$ cat src/design/proc_pkg.sv
// Shared definitions for the processor host
// Widths, instruction field positions, opcode and state enums, mixer masks, credits
package proc_pkg;

    // Datapath widths
    localparam int data_w     = 32;
    localparam int reg_addr_w = 5;
    localparam int reg_count  = 1 << reg_addr_w;
    localparam int mix_w      = 16;
    localparam int byte_w     = 8;
    localparam int sel_w      = 3;

    // Register file reset seed, register i starts at reg_seed + i
    localparam logic [data_w-1:0] reg_seed = 32'h7654_3210;

    // Instruction field positions
    localparam int op_lsb  = 0;
    localparam int op_msb  = 2;
    localparam int rs_lsb  = 5;
    localparam int rs_msb  = 9;
    localparam int rt_lsb  = 10;
    localparam int rt_msb  = 14;
    localparam int sel_lsb = 15;
    localparam int sel_msb = 17;

    // Mixer masks
    localparam logic [15:0] mask_00ff = 16'h00ff;
    localparam logic [7:0]  mask_0f   = 8'h0f;
    localparam logic [15:0] mask_f0f0 = 16'hf0f0;

    // Result credits owned by the host after reset
    localparam int result_credits = 2;
    localparam int credit_w       = $clog2(result_credits + 1);

    typedef logic [credit_w-1:0] credit_t;

    typedef enum logic [2:0] {
        op_add = 3'd0,
        op_sub = 3'd1,
        op_and = 3'd2,
        op_or  = 3'd3,
        op_xor = 3'd4,
        op_shl = 3'd5,
        op_shr = 3'd6,
        op_mix = 3'd7
    } alu_op_e;

    typedef enum logic [1:0] {
        st_fetch     = 2'd0,
        st_decode    = 2'd1,
        st_execute   = 2'd2,
        st_writeback = 2'd3
    } host_state_e;

endpackage

$ cat src/design/operand_mixer.sv
`timescale 1ns/1ps
// Combinational operand mixer, five bytes folded into one 16-bit word by select
module operand_mixer (
    input  logic [proc_pkg::byte_w-1:0] a,
    input  logic [proc_pkg::byte_w-1:0] b,
    input  logic [proc_pkg::byte_w-1:0] c,
    input  logic [proc_pkg::byte_w-1:0] d,
    input  logic [proc_pkg::byte_w-1:0] e,
    input  logic [proc_pkg::sel_w-1:0]  sel,
    output logic [proc_pkg::mix_w-1:0]  mix_out
);

    // Byte pairs, first byte in the upper half
    logic [proc_pkg::mix_w-1:0] ab;
    logic [proc_pkg::mix_w-1:0] bc;
    logic [proc_pkg::mix_w-1:0] cd;
    logic [proc_pkg::mix_w-1:0] de;
    logic [proc_pkg::mix_w-1:0] sum5;
    logic [proc_pkg::byte_w-1:0] blend_hi;
    logic [proc_pkg::mix_w-1:0] blend;

    assign ab = {a, b};
    assign bc = {b, c};
    assign cd = {c, d};
    assign de = {d, e};

    // Max 5 * 255, fits easily in 16 bits
    assign sum5 = proc_pkg::mix_w'(a) + proc_pkg::mix_w'(b) + proc_pkg::mix_w'(c)
                + proc_pkg::mix_w'(d) + proc_pkg::mix_w'(e);

    // Low nibble from a, high nibble from b
    assign blend_hi = (a & proc_pkg::mask_0f) | (b & ~proc_pkg::mask_0f);

    // Upper byte kept, lower byte cleared then replaced by d
    assign blend = ({blend_hi, e} & ~proc_pkg::mask_00ff) | {8'h00, d};

    always_comb begin
        case (sel)
            3'd0: mix_out = ab;
            3'd1: mix_out = bc;
            3'd2: mix_out = cd;
            3'd3: mix_out = de;
            3'd4: mix_out = ab ^ cd;
            3'd5: mix_out = (ab & proc_pkg::mask_f0f0) | (de & ~proc_pkg::mask_f0f0);
            3'd6: mix_out = sum5;
            default: mix_out = blend;  // Mode 7
        endcase
    end

endmodule

$ cat src/design/reg_file.sv
`timescale 1ns/1ps
// 32 x 32 register file with seeded reset, one write port and two async read ports
module reg_file (
    input  logic                            clk,
    input  logic                            rst,
    input  logic                            reg_write,
    input  logic [proc_pkg::reg_addr_w-1:0] reg_addr,
    input  logic [proc_pkg::data_w-1:0]     reg_data,
    input  logic [proc_pkg::reg_addr_w-1:0] rd_addr_a,
    input  logic [proc_pkg::reg_addr_w-1:0] rd_addr_b,
    output logic [proc_pkg::data_w-1:0]     rd_data_a,
    output logic [proc_pkg::data_w-1:0]     rd_data_b
);

    logic [proc_pkg::data_w-1:0] regs [proc_pkg::reg_count];

    // Each register restarts at seed plus its index
    always_ff @(posedge clk or posedge rst) begin
        if (rst) begin
            for (int i = 0; i < proc_pkg::reg_count; i++) begin
                regs[i] <= proc_pkg::reg_seed + proc_pkg::data_w'(i);
            end
        end else if (reg_write) begin
            regs[reg_addr] <= reg_data;  // Visible on the next edge
        end
    end

    // Combinational reads
    assign rd_data_a = regs[rd_addr_a];
    assign rd_data_b = regs[rd_addr_b];

    // A write with an unknown index would corrupt an arbitrary register
    a_write_addr_known: assert property (
        @(posedge clk) disable iff (rst)
        reg_write |-> !$isunknown(reg_addr)
    ) else $error("register write with unknown address");

endmodule

$ cat src/design/proc_host.sv
`timescale 1ns/1ps
// Processor host: fetch, decode, execute, writeback FSM with ALU and result credit counter
module proc_host (
    input  logic                            clk,
    input  logic                            rst,
    input  logic                            instr_valid,
    input  logic [proc_pkg::data_w-1:0]     instruction,
    output logic                            instr_credit,
    output logic                            result_valid,
    output logic [proc_pkg::data_w-1:0]     result,
    input  logic                            result_credit,
    output logic [proc_pkg::reg_addr_w-1:0] rd_addr_a,
    output logic [proc_pkg::reg_addr_w-1:0] rd_addr_b,
    input  logic [proc_pkg::data_w-1:0]     rd_data_a,
    input  logic [proc_pkg::data_w-1:0]     rd_data_b,
    output logic [proc_pkg::byte_w-1:0]     mix_a,
    output logic [proc_pkg::byte_w-1:0]     mix_b,
    output logic [proc_pkg::byte_w-1:0]     mix_c,
    output logic [proc_pkg::byte_w-1:0]     mix_d,
    output logic [proc_pkg::byte_w-1:0]     mix_e,
    output logic [proc_pkg::sel_w-1:0]      mix_sel,
    input  logic [proc_pkg::mix_w-1:0]      mix_out
);

    proc_pkg::host_state_e state;
    proc_pkg::alu_op_e     op_q;
    proc_pkg::credit_t     credit_cnt;

    logic [proc_pkg::data_w-1:0] cur_instr;
    logic [proc_pkg::byte_w-1:0] prev_lo;  // Low byte of the previous instruction
    logic [proc_pkg::data_w-1:0] op_a;
    logic [proc_pkg::data_w-1:0] op_b;
    logic [proc_pkg::mix_w-1:0]  mix_q;
    logic [proc_pkg::data_w-1:0] alu_res;
    logic [proc_pkg::data_w-1:0] alu_q;
    logic                        spend;

    // Operand addresses come straight from the held instruction
    assign rd_addr_a = cur_instr[proc_pkg::rs_msb:proc_pkg::rs_lsb];
    assign rd_addr_b = cur_instr[proc_pkg::rt_msb:proc_pkg::rt_lsb];

    // Mixer byte sources
    assign mix_a   = rd_data_a[proc_pkg::byte_w-1:0];
    assign mix_b   = rd_data_b[proc_pkg::byte_w-1:0];
    assign mix_c   = prev_lo;
    assign mix_d   = cur_instr[proc_pkg::byte_w-1:0];
    assign mix_e   = {3'b000, rd_addr_a};  // rs index, zero-extended
    assign mix_sel = cur_instr[proc_pkg::sel_msb:proc_pkg::sel_lsb];

    // A result leaves only when a credit is held
    assign spend = (state == proc_pkg::st_writeback) && (credit_cnt != '0);

    always_ff @(posedge clk or posedge rst) begin
        if (rst) begin
            state        <= proc_pkg::st_fetch;
            cur_instr    <= '0;
            prev_lo      <= '0;
            result_valid <= 1'b0;
            instr_credit <= 1'b0;
        end else begin
            result_valid <= 1'b0;
            instr_credit <= 1'b0;
            case (state)
                proc_pkg::st_fetch: begin
                    if (instr_valid) begin
                        prev_lo   <= cur_instr[proc_pkg::byte_w-1:0];
                        cur_instr <= instruction;
                        state     <= proc_pkg::st_decode;
                    end
                end
                proc_pkg::st_decode: begin
                    state <= proc_pkg::st_execute;
                end
                proc_pkg::st_execute: begin
                    state <= proc_pkg::st_writeback;
                end
                proc_pkg::st_writeback: begin
                    // Stall here while the consumer holds all credits
                    if (spend) begin
                        result_valid <= 1'b1;
                        instr_credit <= 1'b1;  // Upstream may send the next one
                        state        <= proc_pkg::st_fetch;
                    end
                end
                default: state <= proc_pkg::st_fetch;
            endcase
        end
    end

    // Operand and result latches
    always_ff @(posedge clk) begin
        if (state == proc_pkg::st_decode) begin
            op_a  <= rd_data_a;
            op_b  <= rd_data_b;
            mix_q <= mix_out;
            op_q  <= proc_pkg::alu_op_e'(cur_instr[proc_pkg::op_msb:proc_pkg::op_lsb]);
        end
        if (state == proc_pkg::st_execute) begin
            alu_q <= alu_res;
        end
    end

    always_comb begin
        case (op_q)
            proc_pkg::op_add: alu_res = op_a + op_b;
            proc_pkg::op_sub: alu_res = op_a - op_b;
            proc_pkg::op_and: alu_res = op_a & op_b;
            proc_pkg::op_or:  alu_res = op_a | op_b;
            proc_pkg::op_xor: alu_res = op_a ^ op_b;
            proc_pkg::op_shl: alu_res = op_a << op_b[4:0];
            proc_pkg::op_shr: alu_res = op_a >> op_b[4:0];
            default:          alu_res = op_a + {16'h0000, mix_q};  // op_mix
        endcase
    end

    assign result = alu_q;

    // Spend and return in one cycle cancel out
    always_ff @(posedge clk or posedge rst) begin
        if (rst) begin
            credit_cnt <= proc_pkg::credit_t'(proc_pkg::result_credits);
        end else begin
            credit_cnt <= credit_cnt - proc_pkg::credit_t'(spend)
                        + proc_pkg::credit_t'(result_credit);
        end
    end

    // Every result must have been paid for on the edge that raised it
    a_result_has_credit: assert property (
        @(posedge clk) disable iff (rst)
        result_valid |-> $past(credit_cnt) != '0
    ) else $error("result_valid raised with no result credit");

    // Upstream only sends while the host waits in fetch
    a_instr_in_fetch: assert property (
        @(posedge clk) disable iff (rst)
        instr_valid |-> state == proc_pkg::st_fetch
    ) else $error("instruction arrived outside fetch");

endmodule

$ cat src/design/proc_top.sv
`timescale 1ns/1ps
// Top level: processor host, register file and operand mixer
module proc_top (
    input  logic                            clk,
    input  logic                            rst,
    input  logic                            instr_valid,
    input  logic [proc_pkg::data_w-1:0]     instruction,
    input  logic                            reg_write,
    input  logic [proc_pkg::reg_addr_w-1:0] reg_addr,
    input  logic [proc_pkg::data_w-1:0]     reg_data,
    output logic                            instr_credit,
    output logic                            result_valid,
    output logic [proc_pkg::data_w-1:0]     result,
    input  logic                            result_credit
);

    logic [proc_pkg::reg_addr_w-1:0] rd_addr_a;
    logic [proc_pkg::reg_addr_w-1:0] rd_addr_b;
    logic [proc_pkg::data_w-1:0]     rd_data_a;
    logic [proc_pkg::data_w-1:0]     rd_data_b;
    logic [proc_pkg::byte_w-1:0]     mix_a;
    logic [proc_pkg::byte_w-1:0]     mix_b;
    logic [proc_pkg::byte_w-1:0]     mix_c;
    logic [proc_pkg::byte_w-1:0]     mix_d;
    logic [proc_pkg::byte_w-1:0]     mix_e;
    logic [proc_pkg::sel_w-1:0]      mix_sel;
    logic [proc_pkg::mix_w-1:0]      mix_out;

    proc_host u_host (
        .clk           (clk),
        .rst           (rst),
        .instr_valid   (instr_valid),
        .instruction   (instruction),
        .instr_credit  (instr_credit),
        .result_valid  (result_valid),
        .result        (result),
        .result_credit (result_credit),
        .rd_addr_a     (rd_addr_a),
        .rd_addr_b     (rd_addr_b),
        .rd_data_a     (rd_data_a),
        .rd_data_b     (rd_data_b),
        .mix_a         (mix_a),
        .mix_b         (mix_b),
        .mix_c         (mix_c),
        .mix_d         (mix_d),
        .mix_e         (mix_e),
        .mix_sel       (mix_sel),
        .mix_out       (mix_out)
    );

    // Write port driven from outside
    reg_file u_regs (
        .clk       (clk),
        .rst       (rst),
        .reg_write (reg_write),
        .reg_addr  (reg_addr),
        .reg_data  (reg_data),
        .rd_addr_a (rd_addr_a),
        .rd_addr_b (rd_addr_b),
        .rd_data_a (rd_data_a),
        .rd_data_b (rd_data_b)
    );

    operand_mixer u_mixer (
        .a       (mix_a),
        .b       (mix_b),
        .c       (mix_c),
        .d       (mix_d),
        .e       (mix_e),
        .sel     (mix_sel),
        .mix_out (mix_out)
    );

endmodule

$ cat config.mk
export PLATFORM = sky130hd
export DESIGN_NAME = proc_top
export DESIGN_NICKNAME = d
export VERILOG_FILES = /design/src/design/proc_pkg.sv /design/src/design/operand_mixer.sv /design/src/design/reg_file.sv /design/src/design/proc_host.sv /design/src/design/proc_top.sv
export SDC_FILE = /design/constraint.sdc
export NUM_CORES = 2
export LEC_CHECK = 0
export BUFFER_PORTS_ARGS = -buffer_cell sky130_fd_sc_hd__buf_2
export CAP_MARGIN = 20
export CORE_ASPECT_RATIO = 0.5
export CORE_UTILIZATION = 38
export CTS_CLUSTER_DIAMETER = 80
export CTS_CLUSTER_SIZE = 10
export DETAILED_ROUTE_END_ITERATION = 10
export PLACE_DENSITY = 0.54
export SLEW_MARGIN = 30
export SYNTH_ARGS = -nofsm -noshare
export SYNTH_HDL_FRONTEND = slang
export SYNTH_SLANG_ARGS = --single-unit
export TNS_END_PERCENT = 10
$ cat constraint.sdc
create_clock -name clk -period 56.7 [get_ports clk]
set_input_delay 8.505 -clock clk [delete_from_list [all_inputs] [get_ports clk]]
set_output_delay 8.505 -clock clk [all_outputs]
set_load 0.1 [all_outputs]
==> summary.md <==
| Metric | Value |
|---|---|
| Post-DP HPWL | `134000 um` |
| Yosys cell types | `76` |
| Syn nets | `4975` |
| Worst path required time | `between 50000 and 60000 ps` |
| Max-cap viol count | `0` |
| Setup crit end kind | `asynchronous set/reset pin` |
| Clock transition at path regs | `60 ps` |
| Predominant post-synthesis flop cell | `dfrtp_1` |
| Starting Density | `38.3%` |
| GR Overflow Total | `0` |
| Slew Viols, Final | `0` |
| Highest Clock Rate | `86.2 MHz` |
| CP endpoint | `u_regs.regs[463]` |
| Status | `finished clean` |
| Cell with the most instances after synthesis | `mux2_2` |
| Hold Crit Depth | `1` |
| Rows | `110` |
| Switching Power | `0.00205 W` |
| Top cells by area, synth | `mux4_2 23%, dfrtp_1 22%, mux2_2 18%, dfstp_2 17%, edfxtp_1 5.0%` |
| Worst hold slack | `around 490 ps` |
| Peak supply drop | `approximately 0.077 mV` |
| Post-CTS Setup Repair Bufs | `0` |
| Post-Layout Cell Count | `7173` |
| Max_slew headroom | `31.0%` |
| Yosys warnings | `0` |
| Routed len/inst | `31.0 um` |
| Die H | `303 um` |
| Initial DRT Pass Iterations | `6` |
| TritonCTS clock tree | `yes` |
| Routability congestion estimate | `0.914` |
| Post_cts resized | `0` |
| Fin util | `42.3%` |
| Boundary Pins | `108` |
| Final Cell Area | `76200 um^2` |
| Clock Latency Late Sink | `800 ps` |
| Synthesized flop and latch total | `around 1.2k` |
| Final setup viols | `0` |
| Seq pwr share | `28.6%` |
| Antenna Nets Post-Route | `0` |
| Max clock buf depth | `3` |
| Clock sink total | `1170` |
| Reg2Reg Depth | `20` |
| Post-route DRC | `0` |
| Dpl cells | `approximately 7k` |
| Reg-to-reg critical path endpoint | `u_host.mix_q[9]` |
| Starting DRT DRC Count | `4041` |
| Vias in the first global route | `45.5k` |
| Total number of vias | `44.3k` |
| Num CTS Buffers | `roughly 140` |
| Crit start category | `primary input` |
| CP Data Arrival Time | `12430 ps` |
| Share of layout cells above drive strength 1 | `~56%` |
| Clock tree root buffer cell | `clkbuf_16` |
| Internal reg-to-reg setup slack | `48420 ps` |
| Top cells by count, synth | `1108 x mux2_2, 693 x mux4_2, 606 x dfrtp_1` |
| Setup TNS | `0 ps` |
| Port Buffers | `93` |
| Reg2reg start | `u_host.cur_instr[5]` |
| Fin. Hold Viols | `0` |
| Synthesized instance count | `4759` |
| Core area | `180000 um^2` |
| Sequential-to-total area share from yosys stat | `between 40% and 50%` |
| Die ar. | `184000 um^2` |
| Comb pwr share | `a little over half` |
| Largest net degree at the start of global routing | `107` |
| CTS H-Tree Depth | `4` |
| Tightest Pin Transition | `1030 ps` |
| Asr flop ratio synth | `about nine tenths` |
| Via density | `6.17` |
| GRT Overall Usage | `24.3%` |
| Min-Delay Path Class | `reg -> reg` |
| Fillers | `16.1k` |
| LEAKAGE | `around 30 nW` |
| Final Cycle Share | `20.5%` |
| Die Wd | `~600 um` |
| Post-Route WL | `222000 um` |
| Unrepaired setup endpoints after global routing | `no` |
| Clock share of power | `17.1%` |
| Setup CP Type | `in -> async` |
| Mapped Area | `69100 um^2` |
| Crit path from | `rst` |
| Post-synth EDFFs | `115` |
| Layout Nets | `4866` |
| Top-area cell type share of the netlist area | `22.6%` |
| Switch share | `between 40% and 50%` |
| Internal | `between 0.002 and 0.003 W` |
| Final min period | `11600 ps` |
| Area delta synth->final | `10.3%` |
| Setup Skew | `30.9 ps` |
| Initial antenna violation count | `20` |
| Area leader, netlist | `mux4_2` |
| Placed Area | `72100 um^2` |
| Avg Inst Size Synth | `around 15 um^2` |
| Hold buffers post-CTS | `0` |
| Crit-path max FO | `91` |
| PD cells | `approximately 64 nW/um^2` |
| First-pass GRT wire length | `around 330000 um` |
==> power groups by stage <==
| stage | Sequential (W) | Combinational (W) | Clock (W) |
|---|---|---|---|
| 6_report | 0.00139 | 0.00264 | 0.000832 |
| 5_1_grt | 0.00142 | 0.00284 | 0.000888 |
| 4_1_cts | 0.00139 | 0.00264 | 0.000854 |
| 3_5_place_dp | 0.00140 | 0.00263 | 0 |
| 3_3_place_gp | 0.00138 | 0.00261 | 0 |
| 2_1_floorplan | 0.00135 | 0.00190 | 0 |
==> kinds of logic after synthesis <==
family	synth area share, %
flip-flops	44.0
buffers and inverters	3.31
XOR/XNOR	1.08
AO/OA/AOI/OAI	4.34
adder cells (fa/ha/maj)	2.74
multiplexers	41.4
AND/OR/NAND/NOR	3.14
==> sequential cells by signal, indices dropped and copies added (netlist names), 3 cells and up <==
signal	count
u_regs.regs	1024
u_host.op_a	32
u_host.op_b	32
u_host.result	32
u_host.cur_instr	18
u_host.mix_q	16
u_host.mix_c	8
u_host.op_q	3
==> layout make-up <==
| class | count | area (um^2) | area share [%] |
|---|---|---|---|
| inverters | 133 | 507 | 0.665 |
| well taps | 2408 | 3010 | 3.95 |
| clock buffers | 231 | 3830 | 5.03 |
| flip-flops and latches | 1170 | 30500 | 40.0 |
| multi-input cells | 3018 | 36800 | 48.2 |
| diodes | 8 | 20.0 | 0.0263 |
| repair buffers | 192 | 1390 | 1.82 |
| clock inverters | 13 | 230 | 0.302 |
==> worst max-delay path: stages <==
cell and delay (ps):
buf_2 130, inv_8 380, buf_4 680, buf_6 620, buf_6 600, buf_6 640, buf_6 670
==> stage by stage <==
| step | power (W) | setup WS, ps |
|---|---|---|
| 2_1_floorplan | 0.00326 | 19240 |
| 3_3_place_gp | 0.00399 | 43120 |
| 3_5_place_dp | 0.00403 | 43200 |
| 4_1_cts | 0.00488 | 44060 |
| 5_1_grt | 0.00515 | 44470 |
| 6_report | 0.00486 | 45100 |
==> cell usage in the layout, fill, tap and decap left out, types with 91 or more instances in the layout <==
| master | instances |
|---|---|
| mux2_2 | 1108 |
| mux4_2 | 693 |
| dfrtp_1 | 596 |
| dfstp_2 | 449 |
| nor2_1 | 150 |
| a21oi_1 | 150 |
| clkbuf_16 | 139 |
| inv_1 | 127 |
| ha_1 | 126 |
| nand2_1 | 117 |
| edfxtp_1 | 115 |
| o21ai_0 | 95 |
| buf_2 | 93 |
| clkbuf_1 | 91 |
==> worst min path at each step <==
stage                      endpoint            startpoint  slack [ps]
5_1_grt        u_host.credit_cnt[1]  u_host.credit_cnt[1]         520
2_1_floorplan  u_host.credit_cnt[1]  u_host.credit_cnt[1]         470
6_report       u_host.credit_cnt[1]  u_host.credit_cnt[1]         490
4_1_cts        u_host.credit_cnt[1]  u_host.credit_cnt[1]         500
3_5_place_dp   u_host.credit_cnt[1]  u_host.credit_cnt[1]         480
3_3_place_gp   u_host.credit_cnt[1]  u_host.credit_cnt[1]         480
==> per-layer routing <==
metal / GRT usage (%) / routed length (um)
met1: 35.7 / 102000
met3: 4.69 / 14700
met4: 6.61 / 5460
met5: 0 / 33
met2: 36.8 / 100000
Power figures use the tool's default switching activity.
